File: src/logic/quiz_pkg.sv
/*
 * quiz constants
 * data widths, the stored 2x2 systems and the LFSR to puzzle map
 */
`default_nettype none

package quiz_pkg;

    localparam int data_width = 8;
    localparam int seed_width = 3;
    localparam int timer_width = 7;
    localparam int puzzle_count = 5;
    localparam int coef_count = 6;
    localparam int elem_index_width = 3;

    // a1 b1 c1 a2 b2 c2 per entry
    localparam logic [data_width-1:0] puzzle_table [puzzle_count][coef_count] = '{
        '{8'd2, 8'd2, 8'd10, 8'd1, 8'd4, 8'd8},
        '{8'd2, 8'd5, 8'd14, 8'd3, 8'd24, 8'd21},
        '{8'd2, 8'd2, 8'd12, 8'd2, 8'd6, 8'd24},
        '{8'd8, 8'd3, 8'd6, 8'd3, 8'd2, 8'd4},
        '{8'd7, 8'd2, 8'd2, 8'd1, 8'd9, 8'd9}
    };

    // pairs of LFSR values share an entry, 6 and 7 get their own
    localparam logic [seed_width-1:0] lfsr_to_puzzle [2**seed_width] = '{
        3'd0,
        3'd0,
        3'd1,
        3'd1,
        3'd2,
        3'd2,
        3'd3,
        3'd4
    };

endpackage

`default_nettype wire

File: src/logic/solver_pkg.sv
/*
 * solver types
 * micro-op kinds and body views, round state encoding
 */
`default_nettype none

package solver_pkg;

    localparam int solve_cycles = 16;

    typedef enum logic [1:0] {
        op_pivot     = 2'd0,
        op_scale     = 2'd1,
        op_eliminate = 2'd2
    } op_kind_e;

    // pivot ops carry their source in the scale target field
    typedef struct packed {
        logic [quiz_pkg::elem_index_width-1:0] target;
        logic [quiz_pkg::elem_index_width-1:0] spare;
    } scale_view_t;

    typedef struct packed {
        logic [quiz_pkg::elem_index_width-1:0] target;
        logic [quiz_pkg::elem_index_width-1:0] source;
    } elim_view_t;

    typedef union packed {
        scale_view_t scale;
        elim_view_t  elim;
    } micro_op_body_u;

    typedef enum logic [4:0] {
        state_idle     = 5'd0,
        state_seed     = 5'd1,
        state_step     = 5'd2,
        state_load     = 5'd3,
        state_enter_x  = 5'd4,
        state_wait_x   = 5'd5,
        state_enter_y  = 5'd6,
        state_wait_y   = 5'd7,
        state_solve    = 5'd8,
        state_compare  = 5'd9,
        state_finished = 5'd10
    } round_state_e;

endpackage

`default_nettype wire

File: src/logic/solver_if.sv
/*
 * solver bus
 * links the round sequencer, elimination unit and answer checker
 */
`timescale 1ns/100ps
`default_nettype none

interface solver_if;

    logic                                op_en;
    solver_pkg::op_kind_e                op_kind;
    solver_pkg::micro_op_body_u          op_body;
    logic                                load_puzzle;
    logic                                capture_x;
    logic                                capture_y;
    logic                                check;
    logic [quiz_pkg::data_width-1:0]     solution_x;
    logic [quiz_pkg::data_width-1:0]     solution_y;

    modport sequencer (
        output op_en, op_kind, op_body, load_puzzle, capture_x, capture_y, check
    );

    modport unit (
        input  op_en, op_kind, op_body, load_puzzle,
        output solution_x, solution_y
    );

    // answer checker side
    modport result (
        input capture_x, capture_y, check, load_puzzle, solution_x, solution_y
    );

endinterface

`default_nettype wire

File: src/logic/answer_checker.sv
/*
 * answer checker
 * latches the entered x and y, compares them with the solved values
 */
`timescale 1ns/100ps
`default_nettype none

module answer_checker (
    input  logic                            Clock,
    input  logic                            reset,
    input  logic [quiz_pkg::data_width-1:0] data_in,
    solver_if.result                        bus,
    output logic                            done,
    output logic                            correct
);

    logic [quiz_pkg::data_width-1:0] x_answer;
    logic [quiz_pkg::data_width-1:0] y_answer;
    logic                            match;

    always_ff @(posedge Clock) begin
        if (bus.capture_x) begin
            x_answer <= data_in;
        end
        if (bus.capture_y) begin
            y_answer <= data_in;
        end
    end

    assign match = (x_answer == bus.solution_x) && (y_answer == bus.solution_y);

    always_ff @(posedge Clock) begin
        if (reset) begin
            done <= 1'b0;
            correct <= 1'b0;
        end else if (bus.load_puzzle) begin
            // new round clears the old verdict
            done <= 1'b0;
            correct <= 1'b0;
        end else if (bus.check) begin
            done <= 1'b1;
            correct <= match;
        end
    end

endmodule

`default_nettype wire

File: src/logic/elimination_unit.sv
/*
 * elimination unit
 * coefficient and pivot registers, executes pivot, scale and eliminate ops
 */
`timescale 1ns/100ps
`default_nettype none

module elimination_unit (
    input  logic                            Clock,
    input  logic                            reset,
    input  logic [quiz_pkg::seed_width-1:0] puzzle_index,
    solver_if.unit                          bus
);

    // a1 b1 c1 a2 b2 c2
    logic [quiz_pkg::data_width-1:0] coef [quiz_pkg::coef_count];
    logic [quiz_pkg::data_width-1:0] pivot;

    logic [quiz_pkg::elem_index_width-1:0] target_idx;
    logic [quiz_pkg::elem_index_width-1:0] source_idx;
    logic [quiz_pkg::data_width-1:0]       target_val;
    logic [quiz_pkg::data_width-1:0]       source_val;
    logic [quiz_pkg::data_width-1:0]       product;
    logic [quiz_pkg::data_width-1:0]       alu_out;

    always_comb begin
        if (bus.op_kind == solver_pkg::op_eliminate) begin
            target_idx = bus.op_body.elim.target;
            source_idx = bus.op_body.elim.source;
        end else begin
            // pivot source sits in the scale target field
            target_idx = bus.op_body.scale.target;
            source_idx = bus.op_body.scale.target;
        end
    end

    assign target_val = coef[target_idx];
    assign source_val = coef[source_idx];

    // product wraps mod 256
    assign product = pivot * source_val;

    always_comb begin
        if (bus.op_kind == solver_pkg::op_scale) begin
            alu_out = target_val / pivot;
        end else begin
            alu_out = target_val - product;
        end
    end

    always_ff @(posedge Clock) begin
        if (reset) begin
            for (int i = 0; i < quiz_pkg::coef_count; i++) begin
                coef[i] <= '0;
            end
            pivot <= '0;
        end else if (bus.load_puzzle) begin
            for (int i = 0; i < quiz_pkg::coef_count; i++) begin
                coef[i] <= quiz_pkg::puzzle_table[puzzle_index][i];
            end
        end else if (bus.op_en) begin
            if (bus.op_kind == solver_pkg::op_pivot) begin
                pivot <= source_val;
            end else begin
                coef[target_idx] <= alu_out;
            end
        end
    end

    // c1 and c2 end up holding x and y
    assign bus.solution_x = coef[2];
    assign bus.solution_y = coef[5];

endmodule

`default_nettype wire

File: src/logic/linear_quiz_top.sv
/*
 * linear equation quiz
 * picks a 2x2 system, solves it and grades the entered x and y
 */
`timescale 1ns/100ps
`default_nettype none

module linear_quiz_top (
    input  logic                             Clock,
    input  logic                             reset,
    input  logic                             start,
    input  logic                             go,
    input  logic [quiz_pkg::timer_width-1:0] ongoing_timer,
    input  logic [quiz_pkg::data_width-1:0]  data_in,
    output logic                             done,
    output logic                             correct
);

    logic                            seed_load;
    logic                            step;
    logic [quiz_pkg::seed_width-1:0] puzzle_index;

    solver_if bus_i ();

    // seed comes from the low timer bits
    puzzle_picker picker_i (
        .Clock        (Clock),
        .reset        (reset),
        .seed_load    (seed_load),
        .step         (step),
        .seed         (ongoing_timer[quiz_pkg::seed_width-1:0]),
        .puzzle_index (puzzle_index)
    );

    round_sequencer sequencer_i (
        .Clock     (Clock),
        .reset     (reset),
        .start     (start),
        .go        (go),
        .seed_load (seed_load),
        .step      (step),
        .bus       (bus_i.sequencer)
    );

    elimination_unit unit_i (
        .Clock        (Clock),
        .reset        (reset),
        .puzzle_index (puzzle_index),
        .bus          (bus_i.unit)
    );

    answer_checker checker_i (
        .Clock   (Clock),
        .reset   (reset),
        .data_in (data_in),
        .bus     (bus_i.result),
        .done    (done),
        .correct (correct)
    );

endmodule

`default_nettype wire

File: src/logic/puzzle_picker.sv
/*
 * puzzle picker
 * captures a timer seed, steps a 3-bit LFSR once and maps it to a puzzle
 */
`timescale 1ns/100ps
`default_nettype none

module puzzle_picker (
    input  logic                            Clock,
    input  logic                            reset,
    input  logic                            seed_load,
    input  logic                            step,
    input  logic [quiz_pkg::seed_width-1:0] seed,
    output logic [quiz_pkg::seed_width-1:0] puzzle_index
);

    logic [quiz_pkg::seed_width-1:0] lfsr;
    logic [quiz_pkg::seed_width-1:0] lfsr_next;
    logic                            feedback;

    assign feedback = lfsr[1] ^ lfsr[2];

    always_comb begin
        lfsr_next[0] = lfsr[2];
        lfsr_next[1] = feedback;
        lfsr_next[2] = feedback;
    end

    always_ff @(posedge Clock) begin
        if (reset) begin
            lfsr <= 3'd1;
        end else if (seed_load) begin
            // all-zero would lock the LFSR
            if (seed == '0) begin
                lfsr <= 3'd1;
            end else begin
                lfsr <= seed;
            end
        end else if (step) begin
            lfsr <= lfsr_next;
        end
    end

    assign puzzle_index = quiz_pkg::lfsr_to_puzzle[lfsr];

endmodule

`default_nettype wire

File: src/logic/round_sequencer.sv
/*
 * round sequencer
 * round FSM plus the Gauss-Jordan micro-op schedule for the solver
 */
`timescale 1ns/100ps
`default_nettype none

module round_sequencer (
    input  logic        Clock,
    input  logic        reset,
    input  logic        start,
    input  logic        go,
    output logic        seed_load,
    output logic        step,
    solver_if.sequencer bus
);

    solver_pkg::round_state_e state;
    solver_pkg::round_state_e next_state;

    logic [3:0]                            solve_count;
    logic [1:0]                            phase;
    logic [1:0]                            slot;
    logic [quiz_pkg::elem_index_width-1:0] col;

    always_comb begin
        next_state = state;
        case (state)
            solver_pkg::state_idle:     if (start) next_state = solver_pkg::state_seed;
            solver_pkg::state_seed:     next_state = solver_pkg::state_step;
            solver_pkg::state_step:     next_state = solver_pkg::state_load;
            solver_pkg::state_load:     next_state = solver_pkg::state_enter_x;
            solver_pkg::state_enter_x:  if (go) next_state = solver_pkg::state_wait_x;
            solver_pkg::state_wait_x:   if (!go) next_state = solver_pkg::state_enter_y;
            solver_pkg::state_enter_y:  if (go) next_state = solver_pkg::state_wait_y;
            solver_pkg::state_wait_y:   if (!go) next_state = solver_pkg::state_solve;
            solver_pkg::state_solve: begin
                if (solve_count == 4'(solver_pkg::solve_cycles - 1)) begin
                    next_state = solver_pkg::state_compare;
                end
            end
            solver_pkg::state_compare:  next_state = solver_pkg::state_finished;
            // a new start skips idle
            solver_pkg::state_finished: if (start) next_state = solver_pkg::state_seed;
            default:                    next_state = solver_pkg::state_idle;
        endcase
    end

    always_ff @(posedge Clock) begin
        if (reset) begin
            state <= solver_pkg::state_idle;
            solve_count <= '0;
        end else begin
            state <= next_state;
            if (state == solver_pkg::state_solve) begin
                solve_count <= solve_count + 4'd1;
            end else begin
                solve_count <= '0;
            end
        end
    end

    assign seed_load = (state == solver_pkg::state_seed);
    assign step = (state == solver_pkg::state_step);
    assign bus.load_puzzle = (state == solver_pkg::state_load);
    assign bus.capture_x = (state == solver_pkg::state_enter_x) && go;
    assign bus.capture_y = (state == solver_pkg::state_enter_y) && go;
    assign bus.check = (state == solver_pkg::state_compare);
    assign bus.op_en = (state == solver_pkg::state_solve);

    // four phases of one pivot and three element ops
    assign phase = solve_count[3:2];
    assign slot = solve_count[1:0];
    assign col = {1'b0, slot} - 1'b1;

    always_comb begin
        bus.op_kind = solver_pkg::op_pivot;
        bus.op_body = '0;
        if (slot == 2'd0) begin
            // pivots are a1, a2, b2, b1 in turn
            case (phase)
                2'd0:    bus.op_body.scale.target = 3'd0;
                2'd1:    bus.op_body.scale.target = 3'd3;
                2'd2:    bus.op_body.scale.target = 3'd4;
                default: bus.op_body.scale.target = 3'd1;
            endcase
            bus.op_body.scale.spare = '0;
        end else begin
            case (phase)
                2'd0: begin
                    bus.op_kind = solver_pkg::op_scale;
                    bus.op_body.scale.target = col;
                    bus.op_body.scale.spare = '0;
                end
                2'd1: begin
                    bus.op_kind = solver_pkg::op_eliminate;
                    bus.op_body.elim.target = col + 3'd3;
                    bus.op_body.elim.source = col;
                end
                2'd2: begin
                    bus.op_kind = solver_pkg::op_scale;
                    bus.op_body.scale.target = col + 3'd3;
                    bus.op_body.scale.spare = '0;
                end
                default: begin
                    bus.op_kind = solver_pkg::op_eliminate;
                    bus.op_body.elim.target = col;
                    bus.op_body.elim.source = col + 3'd3;
                end
            endcase
        end
    end

endmodule

`default_nettype wire

File: config.mk
export PLATFORM = sky130hd
export DESIGN_NAME = linear_quiz_top
export DESIGN_NICKNAME = d
export VERILOG_FILES = /design/src/logic/quiz_pkg.sv /design/src/logic/solver_pkg.sv /design/src/logic/solver_if.sv /design/src/logic/answer_checker.sv /design/src/logic/elimination_unit.sv /design/src/logic/linear_quiz_top.sv /design/src/logic/puzzle_picker.sv /design/src/logic/round_sequencer.sv
export SDC_FILE = /design/constraint.sdc
export NUM_CORES = 1
export LEC_CHECK = 0
export BUFFER_PORTS_ARGS = -buffer_cell sky130_fd_sc_hd__buf_2
export CAP_MARGIN = 20
export CELL_PAD_IN_SITES_DETAIL_PLACEMENT = 0
export CELL_PAD_IN_SITES_GLOBAL_PLACEMENT = 1
export CORE_MARGIN = 3
export CORE_UTILIZATION = 50
export CTS_CLUSTER_DIAMETER = 150
export DETAILED_ROUTE_END_ITERATION = 7
export PLACE_DENSITY_LB_ADDON = 0.1
export RECOVER_POWER = 100
export SLEW_MARGIN = 20
export SYNTH_ARGS = -nofsm -noshare
export SYNTH_HDL_FRONTEND = slang
export SYNTH_SLANG_ARGS = --single-unit
File: constraint.sdc
create_clock -name Clock -period 38.4 [get_ports Clock]
set_input_delay 0 -clock Clock [delete_from_list [all_inputs] [get_ports Clock]]
set_output_delay 0 -clock Clock [all_outputs]
set_load 0.01 [all_outputs]
* Word level (Yosys, flattened, before mapping)
Memory sizes are Yosys's and may differ from the RTL's.
Index checks and enable logic that the tools add are counted.
** Cells by class
- $add $sub $neg :: 4
- Multipliers :: 1
- Divide/modulo/power cells :: 1
- $lt $le $gt $ge :: 2
- Eq/ne operators :: 23
- Muxes and demuxes :: 40
- Bitwise logic cells :: 11
- Reductions and logical operators :: 16
** Operators with widths (number)
- $mux W48 :: 2
- $mux W8 :: 8
- $pmux W5 S10 :: 1
- $mux W5 :: 6
- $mux W3 :: 7
- $eq A5 B3 Y1 const B :: 4
- $pmux W6 S3 :: 1
- $eq A8 B8 Y1 :: 2
- $eq A5 B4 Y1 const B :: 3
- $mux W1 :: 11
- $eq A5 B2 Y1 const B :: 2
- $pmux W3 S3 :: 1
- $div A8 B8 Y8 :: 1
- $ge A4 B4 Y1 const B :: 2
- $mul A8 B8 Y8 :: 1
- $ne A2 B2 Y1 const B :: 4
- $not A3 Y4 :: 2
- $reduce_or A2 Y1 :: 4
- $reduce_or A8 Y1 :: 1
- $sub A8 B8 Y8 :: 1
- $logic_not A2 Y1 :: 3
- $mux W6 :: 1
- $or A1 B1 Y1 :: 6
- $reduce_and A6 Y1 :: 1
- other kinds (16) :: 23
** Storage, ports and cells
- Flip-flop bits (word level) :: 38
- Memory bits (writable) :: 48
- Bits in read-only memories :: 408
- Bits of input ports :: 19
- Output and inout bits :: 2
- Word-level logic and storage cells :: 109
- Memories kept :: 3
** Memory list
- (name not given) :: depth 8, width 48, read ports 1, clocked after Yosys merged registers in 0, wr ports 0, line elimination_unit.sv:59 : coef[i] <= quiz_pkg::puzzle_table[puzzle_index][i];
- unit_i.coef :: depth 6, width 8, read ports 4, clocked after Yosys merged registers in 0, wr ports 6, line elimination_unit.sv:16 : logic [quiz_pkg::data_width-1:0] coef [quiz_pkg::coef_count];
- (name not given) :: depth 8, width 3, read ports 1, clocked after Yosys merged registers in 0, wr ports 0, line puzzle_picker.sv:44 : assign puzzle_index = quiz_pkg::lfsr_to_puzzle[lfsr];

* Longest topological paths before layout
Gate-level depths: netlist (run 1).
- Depth in word-level cells :: 12
- Gate-level depth with buffers :: 66
- Mapped depth without buffers :: 63

* Cells and area by module
Synthesis (run 1) repeated with hierarchy kept, for this count alone.
** Second synthesis, totals
- Cells, all modules :: 798
- Area, all modules :: 7987.7 um^2
** By module, submodules not included
- elimination_unit :: times used 1, cells an instance 650, area an instance 6438.7 um^2, sequential area each 2082.0 um^2
- answer_checker :: times used 1, cells an instance 44, area an instance 719.4 um^2, sequential area each 520.5 um^2
- round_sequencer :: times used 1, cells an instance 84, area an instance 663.1 um^2, sequential area each 160.2 um^2
- puzzle_picker :: times used 1, cells an instance 20, area an instance 166.4 um^2, sequential area each 60.1 um^2

* Worst setup path after synthesis (run 1)
OpenSTA, ideal clock, no wires.
- Kind :: flip-flop to flip-flop
- Start :: register sequencer_i.solve_count[0]
- End :: memory unit_i.coef[4][0] in the netlist's numbering, data pin
- Setup time :: 0.266 ns
- Data arrival time :: 12.746 ns
- Data required time :: 38.134 ns
- Slack :: 25.388 ns
- Stages on the path, launching flop included :: 64
- Path buffers :: 5
- Clock period less this slack :: 13.012 ns
- Path through :: dfxtp_1 > buf_4 > inv_1 > ha_1 > buf_2 > buf_2 > nor2_2 > xnor2_1 > buf_2 > mux2i_1 > mux2i_1 > mux2_2 > ha_1 > o21a_1 > o211ai_1 > mux2_4 > ha_1 > o21a_1 > [28 not listed] > o21ai_0 > nand2_1 > a21o_1 > nand2_1 > a21boi_0 > o21ai_1 > mux2i_1 > ha_1 > a21o_1 > a21oi_1 > nor2b_1 > o21ai_0 > nand2b_1 > a21oi_1 > nor2b_1 > o21ai_0 > a22o_1 > o21ai_0
** RTL lines
- from (decl) :: line round_sequencer.sv:21 : logic [3:0] solve_count;
- from (signal assigned) :: line round_sequencer.sv:56 : solve_count <= solve_count + 4'd1;
- to (decl) :: line elimination_unit.sv:16

==> results of run 1 <==
[routing by layer]
| layer | part of all wire | vias up |
|---|---|---|
| met5 | 0 | - |
| met4 | 0.034 | 0 |
| met3 | 0.071 | 52 |
| met2 | 0.47 | 260 |
| met1 | 0.43 | 3236 |
| li1 | - | 3118 |
[layout make-up]
type / instances / area [µm²] / share of cell area
timing repair buffer: 31 / 199 / 0.0225
inverter: 58 / 218 / 0.0246
clock buffer: 9 / 225 / 0.0255
tap: 216 / 270 / 0.0306
sequential: 101 / 2820 / 0.319
clock inverter: 7 / 80.1 / 0.00906
multi-input combinational: 656 / 5020 / 0.568
[Yosys cell counts, drive strengths merged, types with 4 or more instances]
| library cell | count |
|---|---|
| xnor2 | 36 |
| a221oi | 5 |
| o21a | 20 |
| o22ai | 9 |
| mux2i | 40 |
| mux4 | 12 |
| a31oi | 6 |
| nor3 | 22 |
| o21ai | 53 |
| o31ai | 6 |
| xor2 | 5 |
| a311oi | 7 |
| nor2b | 13 |
| mux2 | 20 |
| nand4 | 8 |
| nand3 | 22 |
| nor4 | 5 |
| clkbuf | 13 |
| ha | 64 |
| a22oi | 7 |
| and2 | 13 |
| nand2 | 60 |
| nor2 | 97 |
| edfxtp | 80 |
| dfxtp | 21 |
| a21o | 15 |
| fa | 16 |
| inv | 57 |
| or3 | 4 |
| a211oi | 6 |
| nand2b | 19 |
| a21oi | 23 |
| buf | 11 |
| o211ai | 7 |
[cell families after synthesis]
| family | after synthesis |
|---|---|
| compound gates | 182 |
| buf+inv | 82 |
| xor+xnor | 44 |
| fa+ha+maj | 80 |
| mux | 72 |
| flops | 101 |
| simple gates | 278 |
[where the power goes]
part           total [µW]  switching (µW)  internal, µW
Combinational         299             157           142
Sequential            130            6.83           124
Clock                93.4            46.5          46.8
[registers in the layout (all words and copies together) (netlist names)]
register,flops
sequencer_i.state,4
unit_i.pivot,8
picker_i.lfsr,3
unit_i.coef,64
checker_i.y_answer,8
checker_i.x_answer,8
sequencer_i.solve_count,4
checker_i.done,1
checker_i.correct,1
[cell usage in the layout, fill, tap and decap left out, types with 5 or more instances in the layout]
master	Yosys	routed
a211oi_1	5	5
a21o_1	15	15
a21oi_1	22	23
a221oi_1	5	5
a22oi_1	7	7
a311oi_1	6	7
a31oi_1	6	6
and2_1	13	13
buf_2	7	9
clkbuf_1	13	9
clkbuf_16	0	9
dfxtp_1	21	21
dlygate4sd3_1	0	9
edfxtp_1	80	80
fa_1	16	16
ha_1	64	64
inv_1	57	57
mux2_1	0	6
mux2_2	16	11
mux2i_1	40	40
mux4_2	12	12
nand2_1	60	60
nand2b_1	19	19
nand3_1	22	22
nand4_1	8	8
nor2_1	95	96
nor2b_1	13	13
nor3_1	22	22
o211ai_1	7	7
o21a_1	20	20
o21ai_0	41	47
o21ai_1	11	5
o22ai_1	9	9
o31ai_1	6	6
xnor2_1	35	34
[critical path: cells and delay by family, from the launching register on]
family | cells | cell delay, ns
AND/OR/NAND/NOR | 8 | 1.14
AO/OA/AOI/OAI | 32 | 8.63
flip-flops | 1 | 0.75
adder cells (fa/ha/maj) | 8 | 2.72
buffers and inverters | 2 | 1.02
multiplexers | 8 | 2.61
XOR/XNOR | 1 | 0.16
[final timing paths]
path                               end  depth (start not counted)                  startpoint
setup reg to reg     unit_i.coef[5][0]                         59  sequencer_i.solve_count[0]
hold reg to reg         checker_i.done                          1              checker_i.done
setup / recovery     unit_i.coef[5][0]                         59  sequencer_i.solve_count[0]
hold / removal    sequencer_i.state[3]                          4                       start
[through the flow]
stage | setup slack, ns | total power, µW | util | cell area [µm²] | hold slack, ns
final | 21.07 | 522 | 0.554 | 8840 | 0.0226
after global routing | 19.66 | 568 | 0.554 | 8840 | 0.0436
after CTS | 22.21 | 523 | 0.556 | 8870 | 0.00277
after detailed placement | 22.28 | 430 | 0.531 | 8470 | 0.192
after global placement | 22.60 | 421 | 0.531 | 8470 | 0.190
after floorplan | 25.39 | 367 | - | 8160 | 0.0989
==> flow_summary.toml, run 1 <==
[floorplan]
dieArea_um2 = 17900
die_y_um = 134
core_area_um2 = 15900
rows = 46
ioPinCount = 21
die_width_um = 134
initial_core_util = 0.512

[setup_path]
cp.required_ns = 38.49
r2r_slack_ns = 21.07
startpoint_type = "register"
cp_common_cell = "o21a_1"
crit_arrival_ns = 17.42
crit_slowest_cell = "o21ai_0"
crit_type = "reg2reg"
critPathCaptureType = "register"
critPathMaxFanout = 23
crit_path_max_incr_delay_ns = 1.23

[clock_tree]
cts_buffers = 9
hold_buffers = 9
root_buffer = "clkbuf_16"
worstSkewPairLatency_ns = 0.36
cts-resized-gates = 0
cts_tree = "done"
clk_path_buf_depth = 2
cts.sinks = 101
clkSlewWorstSetupHoldPaths_ns = 0.09
postCtsSetupBuffers = 0
htreeDepth = 3

[global_routing]
use_met1 = 0.342
grt_util_met3 = 0.0457
grt_pass1_vias = 6437
overflow = 0
grt.busiest_layer = "met2"
grt_max_degree = 24
grtUsageMet2 = 0.416
antenna_found_initial = 0
grt_pass1_wl_um = 35400
grtUsageTotal = 0.257

[cells_and_area]
drive_gt1_frac = 0.0754
antenna_cells = 0
fin_cells = 1078
fillerInstances = 1459
area_growth_pct = 8.33
layout.nets = 956

[flow_run]
drv_cap = 2

[status]
outcome = "finished with violations"
failed_checks = "max-capacitance violations, max-slew violations"

[synthesis]
synth_xor_area_frac = 0.0543
synthTopCellsByArea = "edfxtp_1 (29%), ha_1 (9.8%), dfxtp_1 (5.2%), mux2i_1 (4.9%), nor2_1 (4.4%)"
synthCells = 839
yosys.area.top_type_share = 0.295
postSynth.asyncResetShare = 0
synth_cell_types = 71
synth-compound-area-share = 0.149
synth.yosys.seq_area_share = 0.346
synth_top_family_by_area = "simple AND/OR/NAND/NOR gates"
synth_warnings = 0
synth_edf_count = 80
synth_fp_nets = 938
syn_area_um2 = 8160
synth_seq_cells = 101
synthSimpleGateAreaFrac = 0.161
synthMuxAreaShare = 0.112
avgSynthCellArea_um2 = 9.72
synthFlopType = "edfxtp_1"
yosys.area.top_type = "edfxtp_1"
synth_fa_ha_area_frac = 0.137

[sta]
slew_headroom = -0.0776
max_freq_mhz = 57.7
worst_pin_slew_ns = 1.60
fin_setup_tns_ns = 0
maxSlewViolCount = 12
rsz0062_at_grt = "no"
fin_skew_ns = 0.0134
setup_viol = 0
hold_viol = 0
period_share = 0.451
period_needed_ns = 17.33

[route]
routed_wirelength_um = 22600
wl_per_cell_um = 21.0
vias_per_cell = 6.18
postRouteAntennaNets = 0
num_vias = 6666
drt_iter0_drc = 474
drc_errors = 0
first_pass_iters = 5

[hold_path]
hold_class = "in2reg"

[place]
io_buffers = 16
dp.cells = 1053
gp_congestion = 0.904
dp_hpwl_um = 17600

[pwr]
p_leak_uw = 0.00340
ir_drop_uv = 60.8
cellPowerDensity_nw_per_um2 = 59.1
Power figures use the tool's default switching activity.
==> run 2: changes to the inputs <==
CORE_UTILIZATION = 46   (was 50)
clock period = 15.5 ns   (was 38.4 ns; I/O delays follow)
==> run 2 against run 1 <==
Compared with the run above:
- the run still ends with max-capacitance violations, max-slew violations left
- largest power group unchanged
- highest routed layer unchanged
- die area up 8.3%
- sequential cell count unchanged
- cell count up 1.6%
- count of clock-buffer cells in the layout unchanged
- first-iteration DRC count down 19%
- non-clock buffer count up 8
- setup slack worse by 20 ns
- routed wire length up 2.8%
- cell area up 1.2%
- critical path depth up 2
- register-to-register slack worse by 20 ns
==> flow_summary.toml, run 2 (synthesis gave the netlist of run 1 again) <==
[place]
io_buffers = 16
dp.cells = 1070
dp_hpwl_um = 18000
gp_congestion = 0.900

[setup_path]
critPathCaptureType = "register"
crit_arrival_ns = 14.42
crit_slowest_cell = "dfxtp_1"
crit_type = "reg2reg"
crit_path_max_incr_delay_ns = 0.90
startpoint_type = "register"
crit_family = "compound AO/OA/AOI/OAI gates"
critPathBufInv = 3
critPathMaxFanout = 22
cp_common_cell = "o21a_1"
cp.required_ns = 15.59

[clock_tree]
clkSlewWorstSetupHoldPaths_ns = 0.08
root_buffer = "clkbuf_16"
worstSkewPairLatency_ns = 0.35
cts_tree = "done"
cts_buffers = 9
htreeDepth = 3
clk_path_buf_depth = 2
postCtsSetupBuffers = 0
cts.sinks = 101

[floorplan]
die_y_um = 139
die_width_um = 139
dieArea_um2 = 19400
initial_core_util = 0.470
core_area_um2 = 17400
ioPinCount = 21
rows = 48

[cells_and_area]
largest_reg_flops = 64
fillerInstances = 1620
fin_cells = 1095
layout_commonest_cell = "nor2_1"
area_growth_pct = 9.62
layout.nets = 964
regArea_um2 = 2820
antenna_cells = 0
drive_gt1_frac = 0.0885
final_cell_mix = "nor2_1 (96), edfxtp_1 (80), ha_1 (63)"
largest_register = "unit_i.coef"
multi_input_area_um2 = 5030

[sta]
slew_headroom = -0.122
max_freq_mhz = 69.8
fin_skew_ns = 0.00752
hold_viol = 0
setup_viol = 0
fin_setup_tns_ns = 0
maxSlewViolCount = 8
worst_pin_slew_ns = 1.66
holdWs_ns = 0.0145
period_share = 0.925
rsz0062_at_grt = "no"
period_needed_ns = 14.33

[pwr]
ir_drop_uv = 110
p_leak_uw = 0.00346
power_uw = 1320
cellPowerDensity_nw_per_um2 = 147

[global_routing]
use_met1 = 0.327
grtUsageTotal = 0.243
grt_max_degree = 24
grt_util_met3 = 0.0293
grtUsageMet2 = 0.412
grt.busiest_layer = "met2"
antenna_found_initial = 0
grt_pass1_wl_um = 37100
grt_pass1_vias = 6552
overflow = 0

[route]
vias_per_cell = 6.05
wl_per_cell_um = 21.2
postRouteAntennaNets = 0
drt_iter0_drc = 386
drc_errors = 0
routed_wirelength_um = 23300
num_vias = 6629
first_pass_iters = 5

[hold_path]
hold_class = "in2reg"

[flow_run]
drv_cap = 1

[status]
outcome = "finished with violations"
failed_checks = "max-capacitance violations, max-slew violations"
[run 2: per-layer routing]
layer | vias to the layer above | part of all wire
met4 | 0 | 0.022
met1 | 3237 | 0.44
li1 | 3138 | -
met3 | 37 | 0.049
met2 | 217 | 0.49
met5 | - | 0
[run 2: path summary, 6_finish.rpt]
| path | start | to | slack (ns) | cells after the start |
|---|---|---|---|---|
| hold / removal | start | sequencer_i.state[3] | 0.01 | 4 |
| hold reg to reg | checker_i.done | checker_i.done | 0.50 | 1 |
| setup / recovery | sequencer_i.solve_count[3] | unit_i.coef[1][0] | 1.17 | 61 |
| setup reg to reg | sequencer_i.solve_count[3] | unit_i.coef[1][0] | 1.17 | 61 |
[run 2: layout make-up]
type                            count  area share
Sequential cell                   101       0.316
Tap cell                          225      0.0315
Timing Repair Buffer               39      0.0290
Clock inverter                      7      0.0112
Multi-Input combinational cell    656       0.563
Clock buffer                        9      0.0252
Inverter                           58      0.0243
[run 2: worst register-to-register path: cells and delay by family, from the launching register on]
family / cells / cell delay, ns
compound gates: 32 / 6.27
mux: 8 / 2.42
fa+ha+maj: 7 / 2.12
flops: 1 / 0.90
xor+xnor: 2 / 0.90
simple gates: 9 / 0.85
buf+inv: 3 / 0.60
[run 2: what timing repair did]
action                                  4_1_cts  5_1_grt
hold buffers                                  9        0
gates resized for setup                       0        2
endpoints found under the setup margin        0        8
endpoints found under the hold margin        17        0
[run 2: stage by stage]
step	utilization	setup slack, ns	instance area (µm²)
3_3_place_gp	0.492	1.47	8540
6_report	0.515	1.17	8940
4_1_cts	0.516	0.959	8960
3_5_place_dp	0.492	1.04	8540
5_1_grt	0.515	0.0682	8940
2_1_floorplan	-	2.49	8160
[run 2: power breakdown]
part	switching [µW]	leakage [µW]	total, µW	internal, µW
Clock	112	0.000158	243	131
Sequential	16.9	0.000957	323	306
Combinational	382	0.00234	749	367
Total	511	0.00346	1320	804
==> run 3: changes to the inputs <==
CORE_UTILIZATION = 40   (was 46)
==> run 3 against run 2 <==
Compared with the run above:
- the flow finishes with violations (max-capacitance violations)
- setup slack worse by 0.087 ns
- first-iteration DRC count is 20% higher
- utilization is 5.8 points lower
- global-route usage is 2.5 points lower
- clock skew is 0.0017 ns higher
- maximum frequency is 0.60% lower
- critical path type unchanged
- critical endpoint unchanged
- largest power group unchanged
==> flow_summary.toml, run 3 (synthesis gave the netlist of run 1 again) <==
[sta]
fin_skew_ns = 0.00918
setup_viol = 0
maxSlewViolCount = 0
rsz0062_at_grt = "no"
period_needed_ns = 14.42
period_share = 0.930
hold_viol = 0
worst_pin_slew_ns = 1.48
max_freq_mhz = 69.4
fin_setup_tns_ns = 0
slew_headroom = 0.00489

[clock_tree]
cts.sinks = 101
root_buffer = "clkbuf_16"
postCtsSetupBuffers = 0
htreeDepth = 3
worstSkewPairLatency_ns = 0.36
cts_tree = "done"
clkSlewWorstSetupHoldPaths_ns = 0.08
cts_buffers = 9
clk_path_buf_depth = 2

[status]
failed_checks = "max-capacitance violations"
outcome = "finished with violations"

[route]
wl_per_cell_um = 21.0
vias_per_cell = 5.80
drc_errors = 0
postRouteAntennaNets = 0
routed_wirelength_um = 23900
first_pass_iters = 5
num_vias = 6602
drt_iter0_drc = 463

[floorplan]
initial_core_util = 0.414
rows = 51
die_width_um = 149
core_area_um2 = 19700
ioPinCount = 21
die_y_um = 149
dieArea_um2 = 22100

[setup_path]
crit_arrival_ns = 14.50
cp.required_ns = 15.59
startpoint_type = "register"
critPathCaptureType = "register"
critPathMaxFanout = 22
crit_path_max_incr_delay_ns = 0.90
cp_common_cell = "o21a_1"
crit_slowest_cell = "dfxtp_1"
crit_type = "reg2reg"

[cells_and_area]
drive_gt1_frac = 0.0893
final_cell_mix = "nor2_1 (95), edfxtp_1 (80), ha_1 (63)"
area_growth_pct = 10.6
layout.nets = 967
stdcell_area_um2 = 9020
utilization = 0.458
largest_reg_flops = 64
antenna_cells = 0
layout_commonest_cell = "nor2_1"
largest_register = "unit_i.coef"
fin_cells = 1138

[place]
io_buffers = 16
dp_hpwl_um = 18300
placed_cell_area_um2 = 8600
gp_congestion = 0.851
dp.cells = 1111

[pwr]
power_uw = 1310
ir_drop_uv = 111
cellPowerDensity_nw_per_um2 = 146
p_leak_uw = 0.00346

[global_routing]
grtUsageTotal = 0.218
grt_max_degree = 23
grt_pass1_wl_um = 36600
overflow = 0
grt_pass1_vias = 6527
antenna_found_initial = 0

[flow_run]
drv_cap = 1

[hold_path]
hold_class = "in2reg"
run 3: cell types whose count changed in the layout (fill, tap and decap cells not counted), sizes merged:
| cell | change |
|---|---|
| clkbuf | +4 |
| inv | -1 |
| buf | -3 |
| clkinv | +1 |
| dlygate4sd3 | +2 |
run 3: layout make-up:
cell class	instances	area [µm²]
tap	265	332
inverter	58	218
fill	1873	10700
clock buffer	9	225
multi-input combinational	656	5040
sequential	101	2820
timing repair buffer	42	277
clock inverter	7	105
run 3: metrics by stage:
step | hold WS [ns] | worst slack, ns
2_1_floorplan | 0.0989 | 2.49
3_3_place_gp | 0.191 | 1.07
3_5_place_dp | 0.191 | 0.750
4_1_cts | 0.0117 | 0.666
5_1_grt | 0.0290 | 0.0251
6_report | 0.0273 | 1.08
run 3: report_power, final:
group          internal (µW)  total (µW)  switching (µW)  leakage (µW)
sequential               306         323            17.1      0.000958
clock                    131         246             115      0.000159
combinational            365         745             380       0.00235
total                    803        1310             512       0.00346
run 3: worst max-delay path, delay by kind of cell (launching register included):
family | cells | cell delay (ns)
AO/OA/AOI/OAI | 32 | 6.69
adder cells (fa/ha/maj) | 7 | 2.08
multiplexers | 8 | 2.28
AND/OR/NAND/NOR | 9 | 0.82
XOR/XNOR | 2 | 0.77
flip-flops | 1 | 0.90
buffers and inverters | 2 | 0.55
run 3: repair_timing:
action                     4_1_cts  5_1_grt
hold endpoints to repair        18        0
hold buffers                    11        0
setup endpoints to repair        0        8
resized for setup                0        4
run 3: path summary, 6_finish.rpt:
path                               from                end  slack [ns]  cells past startpoint
min                    ongoing_timer[1]   picker_i.lfsr[1]        0.03                      3
max          sequencer_i.solve_count[3]  unit_i.coef[1][0]        1.08                     60
min reg2reg              checker_i.done     checker_i.done        0.47                      1
max reg2reg  sequencer_i.solve_count[3]  unit_i.coef[1][0]        1.08                     60
run 3: routing by layer:
layer | vias to the layer above | track usage | share of wire
li1 | 3139 | - | -
met1 | 3245 | 0.285 | 0.45
met2 | 180 | 0.357 | 0.46
met3 | 38 | 0.0489 | 0.061
met4 | 0 | 0.0805 | 0.033
met5 | - | 0 | 0
